`src/rtl/iommu_pkg.sv`:
```
// ====================
// IOMMU cause codes and walker states
// ====================
package iommu_pkg;

    // Fault cause code as reported to the IOMMU
    typedef logic [11:0] cause_t;

    // Page faults follow the privileged spec exception codes
    localparam cause_t LOAD_PAGE_FAULT    = cause_t'(13);
    localparam cause_t STORE_PAGE_FAULT   = cause_t'(15);

    // Bus error while fetching a PTE
    localparam cause_t PT_DATA_CORRUPTION = cause_t'(274);

    // Page table walker FSM
    typedef enum logic [1:0] {
        IDLE,
        MEM_ACCESS,
        PROC_PTE,
        ERROR
    } ptw_state_e;

endpackage

```
`src/rtl/sv39_pkg.sv`:
```
// ====================
// Sv39 address and PTE format definitions
// ====================
package sv39_pkg;

    // Virtual I/O address, 3 x 9 bit VPN plus 12 bit offset
    typedef logic [38:0] iova_t;

    // Physical address of a PTE in memory
    typedef logic [55:0] paddr_t;

    // Physical page number held in a PTE or in iosatp
    typedef logic [43:0] ppn_t;

    // Full virtual page number {VPN[2], VPN[1], VPN[0]}
    typedef logic [26:0] vpn_t;

    // Raw page table entry as read from memory
    typedef logic [63:0] pte_t;

    // PTE flag bit positions
    localparam int unsigned PTE_V = 0;
    localparam int unsigned PTE_R = 1;
    localparam int unsigned PTE_W = 2;
    localparam int unsigned PTE_X = 3;
    localparam int unsigned PTE_U = 4;
    localparam int unsigned PTE_G = 5;
    localparam int unsigned PTE_A = 6;
    localparam int unsigned PTE_D = 7;

    // PPN occupies [53:10], reserved field [63:54]
    localparam int unsigned PTE_PPN_LSB  = 10;
    localparam int unsigned PTE_RSVD_LSB = 54;

    // Walk level, LVL1 is the root table
    typedef enum logic [1:0] {
        LVL1,
        LVL2,
        LVL3
    } page_lvl_e;

endpackage

```
`src/rtl/iotlb_update_gen.sv`:
```
// ====================
// IOTLB update fields and global tracking
// ====================
`timescale 1ns/1ps

module iotlb_update_gen
    import sv39_pkg::*;
#(
    parameter int unsigned PscidWidth = 20
) (
    input  logic                  clk_i,
    input  logic                  rst_ni,
    input  logic                  capture_i,
    input  logic                  update_i,
    input  logic                  pte_valid_i,
    input  logic                  global_i,
    input  page_lvl_e             lvl_i,
    input  iova_t                 req_iova_i,
    input  logic [PscidWidth-1:0] pscid_i,
    input  pte_t                  pte_i,
    output vpn_t                  up_vpn_o,
    output logic [PscidWidth-1:0] up_pscid_o,
    output logic                  up_is_1g_o,
    output logic                  up_is_2m_o,
    output pte_t                  up_content_o
);

    vpn_t                  vpn_q;
    logic [PscidWidth-1:0] pscid_q;
    logic                  global_q;

    // Tags are taken at walk start
    always_ff @(posedge clk_i) begin
        if (capture_i) begin
            vpn_q   <= req_iova_i[38:12];
            pscid_q <= pscid_i;
        end
    end

    // Sticky G from any PTE seen on this walk
    always_ff @(posedge clk_i or negedge rst_ni) begin
        if (!rst_ni) begin
            global_q <= 1'b0;
        end else if (capture_i) begin
            global_q <= 1'b0;
        end else if (pte_valid_i && global_i) begin
            global_q <= 1'b1;
        end
    end

    // Fields are zero outside the update pulse
    always_comb begin
        up_vpn_o     = update_i ? vpn_q : '0;
        up_pscid_o   = update_i ? pscid_q : '0;
        up_is_1g_o   = update_i && (lvl_i == LVL1);
        up_is_2m_o   = update_i && (lvl_i == LVL2);
        up_content_o = update_i ? pte_i : '0;
        // Inherit G from upper levels
        up_content_o[PTE_G] = update_i && (pte_i[PTE_G] || global_q);
    end

endmodule

```
`src/rtl/pte_checker.sv`:
```
// ====================
// Sv39 PTE legality checks
// ====================
`timescale 1ns/1ps

module pte_checker
    import sv39_pkg::*;
(
    input  pte_t      pte_i,
    input  page_lvl_e lvl_i,
    input  logic      is_store_i,
    output logic      is_leaf_o,
    output logic      fault_o,
    output logic      global_o
);

    ppn_t ppn;
    logic invalid;
    logic rsvd_set;
    logic misaligned;
    logic leaf_perm_bad;
    logic ptr_bits_bad;
    logic ptr_at_last;

    assign ppn = pte_i[PTE_RSVD_LSB-1:PTE_PPN_LSB];

    // Any of R or X marks a leaf
    assign is_leaf_o = pte_i[PTE_R] || pte_i[PTE_X];
    assign global_o  = pte_i[PTE_G];

    // Not valid, or write-only encoding
    assign invalid  = !pte_i[PTE_V] || (!pte_i[PTE_R] && pte_i[PTE_W]);

    // Bits [63:54] must be zero
    assign rsvd_set = |pte_i[$bits(pte_t)-1:PTE_RSVD_LSB];

    // Superpage PPN must be aligned to the page size
    assign misaligned = ((lvl_i == LVL1) && (|ppn[17:0])) ||
                        ((lvl_i == LVL2) && (|ppn[8:0]));

    // Leaf needs A and R, stores need D too
    assign leaf_perm_bad = !pte_i[PTE_A] || !pte_i[PTE_R] ||
                           (is_store_i && !pte_i[PTE_D]);

    // D, A, U are reserved on pointer PTEs
    assign ptr_bits_bad = pte_i[PTE_A] || pte_i[PTE_D] || pte_i[PTE_U];

    // No table below level 3
    assign ptr_at_last  = (lvl_i == LVL3);

    always_comb begin
        fault_o = invalid || rsvd_set;
        if (is_leaf_o) begin
            fault_o = fault_o || misaligned || leaf_perm_bad;
        end else begin
            fault_o = fault_o || ptr_bits_bad || ptr_at_last;
        end
    end

endmodule

```
`src/rtl/ptw_addr_gen.sv`:
```
// ====================
// PTE pointer register and next-level address
// ====================
`timescale 1ns/1ps

module ptw_addr_gen
    import sv39_pkg::*;
(
    input  logic      clk_i,
    input  logic      rst_ni,
    input  logic      load_root_i,
    input  logic      load_next_i,
    input  page_lvl_e lvl_i,
    input  ppn_t      iosatp_ppn_i,
    input  iova_t     req_iova_i,
    input  pte_t      pte_i,
    output paddr_t    pptr_o
);

    iova_t      iova_q;
    paddr_t     pptr_q;
    paddr_t     root_pptr;
    paddr_t     next_pptr;
    ppn_t       pte_ppn;
    logic [8:0] vpn_seg;

    assign pte_ppn = pte_i[PTE_RSVD_LSB-1:PTE_PPN_LSB];

    // Root table is indexed by VPN[2] of the incoming request
    assign root_pptr = {iosatp_ppn_i, req_iova_i[38:30], 3'b000};

    // Index for the table one below the current level
    always_comb begin
        case (lvl_i)
            LVL1:    vpn_seg = iova_q[29:21];
            default: vpn_seg = iova_q[20:12];
        endcase
    end

    // 8 byte PTEs, so the index is shifted by three
    assign next_pptr = {pte_ppn, vpn_seg, 3'b000};

    // IOVA is kept for the lower-level indices
    always_ff @(posedge clk_i) begin
        if (load_root_i) begin
            iova_q <= req_iova_i;
        end
    end

    always_ff @(posedge clk_i or negedge rst_ni) begin
        if (!rst_ni) begin
            pptr_q <= '0;
        end else if (load_root_i) begin
            pptr_q <= root_pptr;
        end else if (load_next_i) begin
            pptr_q <= next_pptr;
        end
    end

    assign pptr_o = pptr_q;

endmodule

```
`src/rtl/ptw_walk_ctrl.sv`:
```
// ====================
// Walk FSM, level tracking and fault sequencing
// ====================
`timescale 1ns/1ps

module ptw_walk_ctrl
    import sv39_pkg::*;
    import iommu_pkg::*;
(
    input  logic      clk_i,
    input  logic      rst_ni,
    input  logic      init_ptw_i,
    input  logic      is_store_i,
    input  logic      mem_req_ready_i,
    input  logic      mem_rsp_valid_i,
    input  logic      mem_rsp_err_i,
    input  logic      is_leaf_i,
    input  logic      pte_fault_i,
    output logic      mem_req_valid_o,
    output logic      mem_rsp_ready_o,
    output page_lvl_e lvl_o,
    output logic      load_root_o,
    output logic      load_next_o,
    output logic      capture_o,
    output logic      update_o,
    output logic      ptw_error_o,
    output cause_t    cause_code_o,
    output logic      ptw_active_o
);

    ptw_state_e state_q, state_n;
    page_lvl_e  lvl_q, lvl_n;
    cause_t     cause_q, cause_n;
    logic       trig_q;

    logic start;
    logic rsp_fire;
    logic pte_ok;

    // Only a rising edge on the trigger starts a walk
    assign start    = (state_q == IDLE) && init_ptw_i && !trig_q;

    // Response is consumed as soon as it shows up in PROC_PTE
    assign rsp_fire = (state_q == PROC_PTE) && mem_rsp_valid_i;

    // Good data and the checker found nothing wrong
    assign pte_ok   = rsp_fire && !mem_rsp_err_i && !pte_fault_i;

    // Memory port handshake
    assign mem_req_valid_o = (state_q == MEM_ACCESS);
    assign mem_rsp_ready_o = rsp_fire;

    // Start of walk strobes
    assign load_root_o = start;
    assign capture_o   = start;

    // Leaf ends the walk, a pointer PTE descends
    assign update_o    = pte_ok && is_leaf_i;
    assign load_next_o = pte_ok && !is_leaf_i;

    // Error is reported from the one-cycle ERROR state
    assign ptw_error_o  = (state_q == ERROR);
    assign cause_code_o = (state_q == ERROR) ? cause_q : '0;

    assign ptw_active_o = (state_q != IDLE);
    assign lvl_o        = lvl_q;

    always_comb begin
        state_n = state_q;
        lvl_n   = lvl_q;
        cause_n = cause_q;

        case (state_q)
            IDLE: begin
                if (start) begin
                    state_n = MEM_ACCESS;
                    lvl_n   = LVL1;
                end
            end
            // Hold the request until the memory takes it
            MEM_ACCESS: begin
                if (mem_req_ready_i) begin
                    state_n = PROC_PTE;
                end
            end
            PROC_PTE: begin
                if (rsp_fire) begin
                    if (mem_rsp_err_i) begin
                        // Bus error wins over any PTE check
                        state_n = ERROR;
                        cause_n = PT_DATA_CORRUPTION;
                    end else if (pte_fault_i) begin
                        state_n = ERROR;
                        cause_n = is_store_i ? STORE_PAGE_FAULT : LOAD_PAGE_FAULT;
                    end else if (is_leaf_i) begin
                        state_n = IDLE;
                    end else begin
                        state_n = MEM_ACCESS;
                        // LVL3 pointer is a checker fault, never reaches here
                        lvl_n   = (lvl_q == LVL1) ? LVL2 : LVL3;
                    end
                end
            end
            ERROR: begin
                state_n = IDLE;
            end
            default: begin
                state_n = IDLE;
            end
        endcase
    end

    always_ff @(posedge clk_i or negedge rst_ni) begin
        if (!rst_ni) begin
            state_q <= IDLE;
            lvl_q   <= LVL1;
            cause_q <= '0;
            trig_q  <= 1'b0;
        end else begin
            state_q <= state_n;
            lvl_q   <= lvl_n;
            cause_q <= cause_n;
            trig_q  <= init_ptw_i;
        end
    end

endmodule

```
`src/rtl/sv39_ptw.sv`:
```
// ====================
// Sv39 IOMMU page table walker top level
// ====================
`timescale 1ns/1ps

module sv39_ptw
    import sv39_pkg::*;
    import iommu_pkg::*;
#(
    parameter int unsigned PscidWidth = 20
) (
    input  logic                  clk_i,
    input  logic                  rst_ni,
    // Walk request
    input  logic                  init_ptw_i,
    input  logic                  is_store_i,
    input  iova_t                 req_iova_i,
    input  logic [PscidWidth-1:0] pscid_i,
    input  ppn_t                  iosatp_ppn_i,
    // Memory read port
    output logic                  mem_req_valid_o,
    input  logic                  mem_req_ready_i,
    output paddr_t                mem_req_addr_o,
    input  logic                  mem_rsp_valid_i,
    output logic                  mem_rsp_ready_o,
    input  pte_t                  mem_rsp_data_i,
    input  logic                  mem_rsp_err_i,
    // IOTLB update
    output logic                  update_o,
    output vpn_t                  up_vpn_o,
    output logic [PscidWidth-1:0] up_pscid_o,
    output logic                  up_is_1g_o,
    output logic                  up_is_2m_o,
    output pte_t                  up_content_o,
    // Fault report and status
    output logic                  ptw_error_o,
    output cause_t                cause_code_o,
    output logic                  ptw_active_o
);

    page_lvl_e lvl;
    logic      load_root;
    logic      load_next;
    logic      capture;
    logic      is_leaf;
    logic      pte_fault;
    logic      pte_global;

    ptw_walk_ctrl u_walk_ctrl (
        .clk_i          (clk_i),
        .rst_ni         (rst_ni),
        .init_ptw_i     (init_ptw_i),
        .is_store_i     (is_store_i),
        .mem_req_ready_i(mem_req_ready_i),
        .mem_rsp_valid_i(mem_rsp_valid_i),
        .mem_rsp_err_i  (mem_rsp_err_i),
        .is_leaf_i      (is_leaf),
        .pte_fault_i    (pte_fault),
        .mem_req_valid_o(mem_req_valid_o),
        .mem_rsp_ready_o(mem_rsp_ready_o),
        .lvl_o          (lvl),
        .load_root_o    (load_root),
        .load_next_o    (load_next),
        .capture_o      (capture),
        .update_o       (update_o),
        .ptw_error_o    (ptw_error_o),
        .cause_code_o   (cause_code_o),
        .ptw_active_o   (ptw_active_o)
    );

    // Checks run on the raw response word
    pte_checker u_pte_checker (
        .pte_i     (mem_rsp_data_i),
        .lvl_i     (lvl),
        .is_store_i(is_store_i),
        .is_leaf_o (is_leaf),
        .fault_o   (pte_fault),
        .global_o  (pte_global)
    );

    ptw_addr_gen u_addr_gen (
        .clk_i       (clk_i),
        .rst_ni      (rst_ni),
        .load_root_i (load_root),
        .load_next_i (load_next),
        .lvl_i       (lvl),
        .iosatp_ppn_i(iosatp_ppn_i),
        .req_iova_i  (req_iova_i),
        .pte_i       (mem_rsp_data_i),
        .pptr_o      (mem_req_addr_o)
    );

    // Response ready marks an accepted PTE
    iotlb_update_gen #(
        .PscidWidth(PscidWidth)
    ) u_update_gen (
        .clk_i       (clk_i),
        .rst_ni      (rst_ni),
        .capture_i   (capture),
        .update_i    (update_o),
        .pte_valid_i (mem_rsp_ready_o),
        .global_i    (pte_global),
        .lvl_i       (lvl),
        .req_iova_i  (req_iova_i),
        .pscid_i     (pscid_i),
        .pte_i       (mem_rsp_data_i),
        .up_vpn_o    (up_vpn_o),
        .up_pscid_o  (up_pscid_o),
        .up_is_1g_o  (up_is_1g_o),
        .up_is_2m_o  (up_is_2m_o),
        .up_content_o(up_content_o)
    );

endmodule

```
`config.mk`:
```
export PLATFORM = sky130hd
export DESIGN_NAME = sv39_ptw
export DESIGN_NICKNAME = d
export VERILOG_FILES = /design/src/rtl/iommu_pkg.sv /design/src/rtl/sv39_pkg.sv /design/src/rtl/iotlb_update_gen.sv /design/src/rtl/pte_checker.sv /design/src/rtl/ptw_addr_gen.sv /design/src/rtl/ptw_walk_ctrl.sv /design/src/rtl/sv39_ptw.sv
export SDC_FILE = /design/constraint.sdc
export NUM_CORES = 1
export LEC_CHECK = 0
export BUFFER_PORTS_ARGS = -buffer_cell sky130_fd_sc_hd__buf_2
export CORE_ASPECT_RATIO = 0.75
export CORE_MARGIN = 2
export CORE_UTILIZATION = 30
export CTS_CLUSTER_DIAMETER = 150
export DETAILED_ROUTE_END_ITERATION = 10
export GPL_ROUTABILITY_DRIVEN = 0
export GPL_TIMING_DRIVEN = 0
export SKIP_CTS_REPAIR_TIMING = 1
export SLEW_MARGIN = 20
export SYNTH_ARGS = -nofsm -noshare
export SYNTH_HDL_FRONTEND = slang
export SYNTH_SLANG_ARGS = --single-unit
```
`constraint.sdc`:
```
create_clock -name clk_i -period 4.35 [get_ports clk_i]
set_clock_uncertainty 0.2 [all_clocks]
set_input_delay 1.0875 -clock clk_i [delete_from_list [all_inputs] [get_ports clk_i]]
set_output_delay 1.0875 -clock clk_i [all_outputs]
set_load 0.02 [all_outputs]
```
==> run metrics, run 1 <==
status finished clean; Die X around 170 microns; Yosys cell types 52; top-count cell post-synth and2_1; Final period util 97.85%; Final Core Density roughly 43%; HPWL after DPL 16,900 microns; EDFF count, synth 47; multiplexer share of the synthesized area 2.059%; Commonest cells post-synth 100 x and2_1, 94 x nand2_1, 62 x dfrtp_1, 47 x edfxtp_1, 46 x nor3_1; initial DRC count 422; worst setup margin 0.09355 ns; GRT Overall Usage 20.38%; sequential share of the synthesized area 49.75%; post-route minimum period 4.256 ns; setup TNS 0 ns; first-pass GRT wire length 33,160 microns; Worst-path clk slew 0.08 ns; ys flop type dfrtp_1; Least-Margin Pin Slew 0.9411 ns; Placement Setup Slack -0.6331 ns; Synth top area share 26.05%; Syn Inst Count 618; CP Data Arrival Time 2.97 ns; #FFs+latches synth roughly 110; Ant. Diodes 0; die height 126.0 microns; Placement Rows 44; Post-DRT Antenna Nets 0; CP Data Required Time 3.06 ns; critical path launch point type primary input; async set-or-reset flop fraction in the synthesized netlist between 50% and 60%; Pwr per Cell Area 370.4 nW/um^2; Via Count just under 6,000; Synth area leader dfrtp_1; Routed wire per std cell roughly 18 microns; maxcap violations 0; Endpoint, Worst Hold u_update_gen.global_q; WHS Path Cells 2; Port-buffer cells 327; filler cell count 1,974; CP Capture Type primary output; Synth Area in Compound Gates 16.05%; area of the die 21,010 sq um; Avg Vias per Cell 4.823; Pre-antenna DRT Iters 5; Leak 4.047 nW; Avg Inst Size Synth roughly 9.6 sq um; maximum buffer depth of the clock tree 2; initial core utilization 30.65%; core area 19,430 sq um; vias in the first global route 5,643; Hold Vio Cnt, Final 0; CP Class in -> out; Synth warnings 0; final WL 22,050 microns; Clk Latency, worst-skew pair 0.36 ns; r2r endpoint u_addr_gen.pptr_o[5]; CTS tree built; fraction of layout cells with a size suffix above 1 42.92%; clock sinks 109; max_slew headroom 37.20%; Synth Area in Adders 0%; final net count 1,150; Fmax 0.2349 GHz; Remaining DRCs 0; initial antenna violation count 0; cts bufs inserted 9; Cell Area, Synth 5956 sq um; H-tree Lvls 3; largest net degree at the start of global routing 57; post-synthesis simple-gate area fraction approximately 25%; number of cells on the worst reg-to-reg path 6; clock tree root buffer cell clkbuf_16; hold path start u_update_gen.global_q; Max rail drop VDD roughly 250 uV; Hold Path Class reg -> reg; Slew Limit Fails 0; final-report setup violation count 0; top cells by area, synth dfrtp_1 26%, edfxtp_1 24%, and2_1 11%, a211o_1 6.3%, nand2_1 5.9%; Remaining Overflow, GRT 0; CP max FO 10; Reg2Reg Launch Point u_walk_ctrl.state_q[1]; largest family of logic cells by synthesized area simple AND/OR/NAND/NOR gates; RSZ-0062 raised after global routing false; # IOs 360; R2R Setup Slk 1.53 ns; area grow syn2layout 41.05%; post-synthesis xor/xnor area fraction 0%
-- worst max-delay path by stage --
stage	startpoint	end
2_1_floorplan	mem_rsp_data_i[24]	up_is_1g_o
3_3_place_gp	mem_rsp_data_i[24]	up_vpn_o[4]
3_5_place_dp	mem_rsp_data_i[24]	up_vpn_o[25]
4_1_cts	mem_rsp_data_i[24]	up_vpn_o[25]
5_1_grt	mem_rsp_data_i[24]	up_vpn_o[11]
6_report	mem_rsp_data_i[11]	up_vpn_o[11]
-- stage by stage --
stage               std cells  area [sq um]  hold slack, ns  power (mW)
finish                   1234          8401          0.3108       3.111
global route             1234          8401          0.3476       3.293
CTS                      1233          8329          0.3097       3.140
detailed placement       1217          8001          0.2896       2.222
global placement         1216          7976          0.2825       2.206
floorplan                 636          6023          0.2640       1.883
-- metal layers --
metal,GRT usage [%],part of all wire [%]
met5,0,0
met1,27.63,45
met3,5.028,6.9
met2,33.59,47
met4,3.651,0.85
-- cells in the final DEF (no fill, tap or decap), types with 2 or more instances in the layout --
cell type | Yosys | final
o2111ai_1 | 2 | 2
o2111a_1 | 6 | 5
mux2_2 | 10 | 10
and3_1 | 3 | 3
nor2b_1 | 2 | 2
conb_1 | 1 | 19
a211o_1 | 43 | 43
clkbuf_2 | 7 | 4
o21ai_0 | 44 | 44
edfxtp_1 | 47 | 47
clkbuf_1 | 20 | 17
nand2_1 | 94 | 94
nor4_4 | 1 | 2
buf_2 | 19 | 341
a21oi_1 | 3 | 3
buf_4 | 23 | 30
and2_1 | 100 | 100
o211ai_1 | 2 | 2
clkinv_8 | 0 | 2
inv_1 | 5 | 5
a22oi_1 | 2 | 2
a2111oi_0 | 9 | 9
nor3_1 | 46 | 46
dfrtp_1 | 62 | 62
clkbuf_4 | 0 | 4
buf_6 | 1 | 2
nor4_1 | 3 | 2
o21a_1 | 2 | 2
a211oi_1 | 9 | 9
nor2_1 | 26 | 26
inv_8 | 0 | 2
clkbuf_16 | 0 | 9
nand3_1 | 3 | 3
-- cells by family after synthesis --
logic type,Yosys count
mux,11
compound gates,130
flops,109
other cells,1
simple gates,291
buf+inv,76
-- critical path: stages --
cell	delay, ns
buf_2	0.13
or3_4	0.43
nor4_4	0.31
o2111a_1	0.20
clkbuf_4	0.21
buf_2	0.24
and2_1	0.17
buf_2	0.17
-- state kept, by name (all words and copies together), names as in the netlist --
name                   cells
u_addr_gen.iova_q         17
u_addr_gen.pptr_o         53
u_update_gen.global_q      1
u_update_gen.pscid_q      20
u_update_gen.vpn_q        10
u_walk_ctrl.cause_q        3
u_walk_ctrl.lvl_o          2
u_walk_ctrl.state_q        2
u_walk_ctrl.trig_q         1
-- where the power goes --
part	leakage (nW)	internal, mW	total, mW	switching, mW
clock	0.160	0.469	0.914	0.445
sequential	1.04	1.24	1.32	0.0775
combinational	2.85	0.337	0.882	0.545
-- area by class of cell --
type | count | area (sq um) | share of cell area, %
multi-input combinational | 451 | 2683 | 31.93
buffer | 68 | 406.6 | 4.841
timing repair buffer | 331 | 1682 | 20.02
clock inverter | 7 | 102.6 | 1.221
inverter | 6 | 22.52 | 0.2681
clock buffer | 9 | 225.2 | 2.681
tap | 253 | 316.6 | 3.768
sequential | 109 | 2963 | 35.27
Note: power is estimated with default switching activity, not from simulation.
==> run 2, diff against run 1 <==
Settings changed: CORE_MARGIN 2 to default, CTS_BUF_LIST from default to sky130_fd_sc_hd__clkbuf_8.
==> run 2 against run 1 <==
The run now ends with negative setup slack left. Critical path depth increased by 1. Combinational power is 0.9% higher. Highest routed layer is now met5. Fmax shrank 2.4%. Cell area shrank 1.2%. Sequential share of layout area rose by 0.44 points. Via count up 1.2%. Worst setup slack got worse by 0.10 ns. Wire length rose by 1.1%. First-iteration DRC count unchanged.
==> run metrics, run 2 (synthesis results as in run 1) <==
setup TNS -0.01702 ns (-0.01702 ns); RSZ-0062 raised after global routing true; area grow syn2layout 39.31%; Leak 4.003 nW (-1.1%); CP Class in -> out; initial core utilization 30.73% (+0.087 points); # IOs 360 (unchanged); CP endpoint up_is_1g_o; max reg flops 53 (unchanged); Slew Limit Fails 0 (unchanged); total power 2.887 mW (-7.2%); Pre-antenna DRT Iters 7 (+2); metal2 WL 10,070 microns (-3.7%); Remaining DRCs 0 (unchanged); Avg Vias per Cell 4.876 (+1.1%); Die X 164.7 microns (-1.2%); Max rail drop VDD 165.8 uV (-34%); die height 124.0 microns (-1.6%); maximum buffer depth of the clock tree 2 (unchanged); Hold Path Class reg -> reg; final net count 1,151 (+0.087%); status finished with violations; final WL 22,290 microns (+1.1%); vias in the first global route 5,419 (-4.0%); placed cell area 8001 sq um (unchanged); Placement Setup Slack -0.6009 ns (+0.03216 ns); Final period util 100.2% (+2.4 points); CP Capture Type primary output; Reg2Reg Launch Point u_walk_ctrl.state_q[1]; WL met3 2055 microns (+35%); crit path cell chain buf_2, nor3_1, a31oi_2, nor4_4, o2111a_1, buf_6, buf_4, and2_1, buf_2; Port-buffer cells 327 (unchanged); maxcap violations 0 (unchanged); critical path launch point type primary input; Least-Margin Pin Slew 0.8835 ns (-0.05765 ns); Sequential Area 2963 sq um (unchanged); number of cells on the worst reg-to-reg path 6 (unchanged); Clock Power Share 23.5% (-5.9 points); most frequent cells in the layout 341 x buf_2, 100 x and2_1, 94 x nand2_1; cts bufs inserted 9 (unchanged); r2r endpoint u_addr_gen.pptr_o[10]; multi-input logic area 2678 sq um (-0.19%); R2R Setup Slk 1.51 ns (-0.02 ns); Pwr per Cell Area 347.9 nW/um^2 (-6.1%); max_slew headroom 40.78% (+3.6 points); HPWL after DPL 16,860 microns (-0.25%); Ant. Diodes 0 (unchanged); failing checks negative setup slack; fraction of layout cells with a size suffix above 1 42.77% (-0.15 points); largest net degree at the start of global routing 57 (unchanged); final-report setup violation count 3 (+3); Sw Ratio 35.90% (+1.6 points); H-tree Lvls 3 (unchanged); clock tree root buffer cell clkbuf_8; first-pass GRT wire length 31,630 microns (-4.6%); core area 19,380 sq um (-0.28%); wl on met1 9996 microns (+1.2%); slowest cell delay on critical path 0.44 ns (about the same); Via Count 6,022 (+1.2%); Fmax 0.2294 GHz (-2.4%); Psw 1.036 mW (-2.9%); Worst-path clk slew 0.11 ns (+0.03 ns); worst setup margin -0.009311 ns (-0.1029 ns); GRT Overall Usage 21.08% (+0.70 points); critical path launch point mem_rsp_data_i[19]; Clk Latency, worst-skew pair 0.39 ns (+0.03 ns); Post-DRT Antenna Nets 0 (unchanged); Routed wire per std cell 18.05 microns (+1.0%); Remaining Overflow, GRT 0 (unchanged); post-route minimum period 4.359 ns (+0.1029 ns); design area 8297 sq um (-1.2%); Placement Rows 44 (unchanged); area of the die 20,430 sq um (-2.8%); Pint 1.850 mW (-9.5%); initial DRC count 422 (unchanged); CP Data Arrival Time 3.07 ns (+0.10 ns); combinational share of power 30.8% (+2.5 points); Crit-path slowest cell nor3_1; clock sinks 109 (unchanged); filler cell count 1,989 (+0.76%); Hold Vio Cnt, Final 0 (unchanged); Top Layer Used met5; Most Frequent Cell on Critical Path buf_2; CP max FO 10 (unchanged); CTS tree built; initial antenna violation count 1 (+1); CP Data Required Time 3.06 ns (about the same); sequential share of power 45.7% (+3.4 points); commonest non-fill, non-tap cell in the layout buf_2
-- run 2: cell types whose count changed in the layout (fill, tap and decap cells not counted), sizes merged --
cell / previous run / this run
buf: 374 / 381
clkinv: 3 / 1
clkinvlp: 0 / 1
inv: 9 / 10
clkbuf: 34 / 28
-- run 2: worst max-delay path, delay by kind of cell --
family	cells	cell delay, ns
compound gates	2	0.44
buf+inv	4	0.68
simple gates	3	0.87
-- run 2: worst min-delay path by stage --
stage	end	cells past startpoint	from
after CTS	u_update_gen.global_q	2	u_update_gen.global_q
after floorplan	u_update_gen.global_q	2	u_update_gen.global_q
after detailed placement	u_update_gen.global_q	2	u_update_gen.global_q
final	u_update_gen.global_q	2	u_update_gen.global_q
after global placement	u_update_gen.global_q	2	u_update_gen.global_q
after global routing	u_update_gen.global_q	2	u_update_gen.global_q
-- run 2: routing by layer --
metal / vias to the layer above / track usage (%)
met1: 2851 / 28.52
met4: 2 / 3.842
met2: 290 / 32.96
met3: 14 / 6.993
met5: - / 0
li1: 2865 / -
-- run 2: per-stage QoR --
step	hold WS, ns	cells	utilization [%]
floorplan	0.2640	636	-
global placement	0.2823	1216	41.16
detailed placement	0.2834	1217	41.29
CTS	0.3144	1233	42.35
global route	0.3426	1235	42.81
finish	0.3091	1235	42.81
-- run 2: area by class of cell --
type                            instances  share of cell area, %
Sequential cell                       109                  35.71
Multi-Input combinational cell        451                  32.27
Timing Repair Buffer                  331                  20.27
Buffer                                 69                  5.188
Tap cell                              253                  3.815
Clock buffer                            9                  1.493
Clock inverter                          7                 0.9802
Inverter                                6                 0.2715
-- run 2: power by group through the flow --
stage	sequential (mW)	combinational [mW]	clock [mW]
finish	1.32	0.890	0.677
global route	1.34	0.980	0.737
CTS	1.32	0.891	0.699
detailed placement	1.34	0.888	0
global placement	1.34	0.875	0
floorplan	1.42	0.465	0
==> run 3, diff against run 2 <==
Settings changed: PLACE_DENSITY from default to 0.66.
==> run 3 against run 2 <==
The flow now finishes without violations. First-iteration DRC count increased by 26%. Non-clock buffer count decreased by 3. Die area stayed put. Cell area shrank 0.51%. Sequential share of layout area rose by 0.18 points. Core utilization fell by 0.22 points. Register-to-register slack got worse by 0.09 ns. Clock power is 8.9% lower.
==> run metrics, run 3 (synthesis results as in run 1) <==
largest net degree at the start of global routing 57 (unchanged); initial antenna violation count 1 (unchanged); Port-buffer cells 327 (unchanged); Hold Path Class reg -> reg; CP Class in -> out; final-report setup violation count 0 (-3); R2R Setup Slk 1.42 ns (-0.09 ns); H-tree Lvls 3 (unchanged); Fmax 0.2366 GHz (+3.1%); CP Data Arrival Time 2.94 ns (-0.13 ns); Final period util 97.16% (-3.1 points); area of the die 20,430 sq um (unchanged); status finished clean; Pwr per Cell Area 341.8 nW/um^2 (-1.8%); maxcap violations 0 (unchanged); Placement Setup Slack -0.5294 ns (+0.07153 ns); area grow syn2layout 38.59%; critical path launch point type primary input; Die X 164.7 microns (unchanged); Max rail drop VDD 177.5 uV (+7.0%); clock sinks 109 (unchanged); post-route minimum period 4.226 ns (-0.1329 ns); Endpoint, Worst Hold u_update_gen.global_q; worst setup margin 0.1236 ns (+0.1329 ns); # IOs 360 (unchanged); max_slew headroom 34.47% (-6.3 points); CP Capture Type primary output; Reg2Reg Launch Point u_walk_ctrl.state_q[0]; first-pass GRT wire length 30,290 microns (-4.2%); core area 19,380 sq um (unchanged); Routed wire per std cell 17.14 microns (-5.1%); max reg flops 53 (unchanged); initial core utilization 30.73% (unchanged); Worst-path clk slew 0.11 ns (about the same); final net count 1,148 (-0.26%); commonest non-fill, non-tap cell in the layout buf_2; most frequent cells in the layout 341 x buf_2, 100 x and2_1, 94 x nand2_1; Remaining DRCs 0 (unchanged); Remaining Overflow, GRT 0 (unchanged); RSZ-0062 raised after global routing false; number of cells on the worst reg-to-reg path 6 (unchanged); fraction of layout cells with a size suffix above 1 42.80% (about the same); cts bufs inserted 9 (unchanged); Avg Vias per Cell 4.893 (+0.35%); Placement Rows 44 (unchanged); CP Data Required Time 3.06 ns (about the same); Slew Limit Fails 0 (unchanged); WHS Path Cells 2 (unchanged); Post-DRT Antenna Nets 0 (unchanged); Least-Margin Pin Slew 0.9820 ns (+0.09851 ns); clock tree root buffer cell clkbuf_8; hold path start u_update_gen.global_q; Via Count 6,033 (+0.18%); GRT Overall Usage 19.85% (-1.2 points); vias in the first global route 5,505 (+1.6%); final WL 21,130 microns (-5.2%); Leak 3.976 nW (-0.66%); initial DRC count 530 (+26%); r2r endpoint u_addr_gen.pptr_o[5]; maximum buffer depth of the clock tree 2 (unchanged); Clk Latency, worst-skew pair 0.39 ns (about the same); CTS tree built; Pre-antenna DRT Iters 5 (-2); HPWL after DPL 16,250 microns (-3.6%); total power 2.821 mW (-2.3%); CP max FO 11 (+1); die height 124.0 microns (unchanged); Hold Vio Cnt, Final 0 (unchanged)
-- run 3: routing by layer --
layer  part of all wire (%)  track usage (%)  wire, microns
met1                     43            25.69           9083
met2                     48            34.14          10240
met3                    7.9            4.396           1660
met4                   0.68            3.784            144
met5                      0                0              0
-- run 3: area by class of cell --
class | instances | area [sq um]
Fill cell | 1954 | 11120
Sequential cell | 109 | 2963
Multi-Input combinational cell | 451 | 2683
Timing Repair Buffer | 329 | 1674
Buffer | 68 | 405.4
Tap cell | 253 | 316.6
Clock buffer | 9 | 123.9
Clock inverter | 7 | 63.81
Inverter | 6 | 22.52
Antenna cell | 1 | 2.502
-- run 3: power by group --
part	leakage (nW)	internal [mW]	switching, mW
logic	2.84	0.337	0.550
registers	1.04	1.24	0.0787
clock network	0.0956	0.223	0.394
-- run 3: worst max-delay path: stages --
cell      delay (ns)
buf_2           0.11
nor4_1          0.38
o2111a_2        0.37
o2111a_1        0.19
clkbuf_4        0.22
buf_4           0.22
and2_1          0.18
buf_2           0.17
-- run 3: metrics by stage --
| stage | util [%] | hold slack [ns] | instances | instance area (sq um) | setup TNS [ns] |
|---|---|---|---|---|---|
| final | 42.59 | 0.3155 | 1233 | 8254 | 0 |
| after global routing | 42.58 | 0.3502 | 1232 | 8252 | 0 |
| after detailed placement | 41.33 | 0.2938 | 1217 | 8009 | -36.04 |
| after floorplan | - | 0.2640 | 636 | 6023 | 0 |
| after global placement | 41.16 | 0.2769 | 1216 | 7976 | -35.94 |
| after CTS | 42.30 | 0.3181 | 1233 | 8197 | -36.12 |
-- run 3: how the worst max path moves through the flow --
stage / slack, ns / to / start
2_1_floorplan: 0.35 / up_is_1g_o / mem_rsp_data_i[24]
3_3_place_gp: -0.54 / up_vpn_o[6] / mem_rsp_data_i[24]
3_5_place_dp: -0.53 / up_vpn_o[25] / mem_rsp_data_i[24]
4_1_cts: -0.53 / up_vpn_o[25] / mem_rsp_data_i[24]
5_1_grt: 0.002 / up_vpn_o[0] / mem_rsp_data_i[15]
6_report: 0.12 / up_vpn_o[0] / mem_rsp_data_i[60]
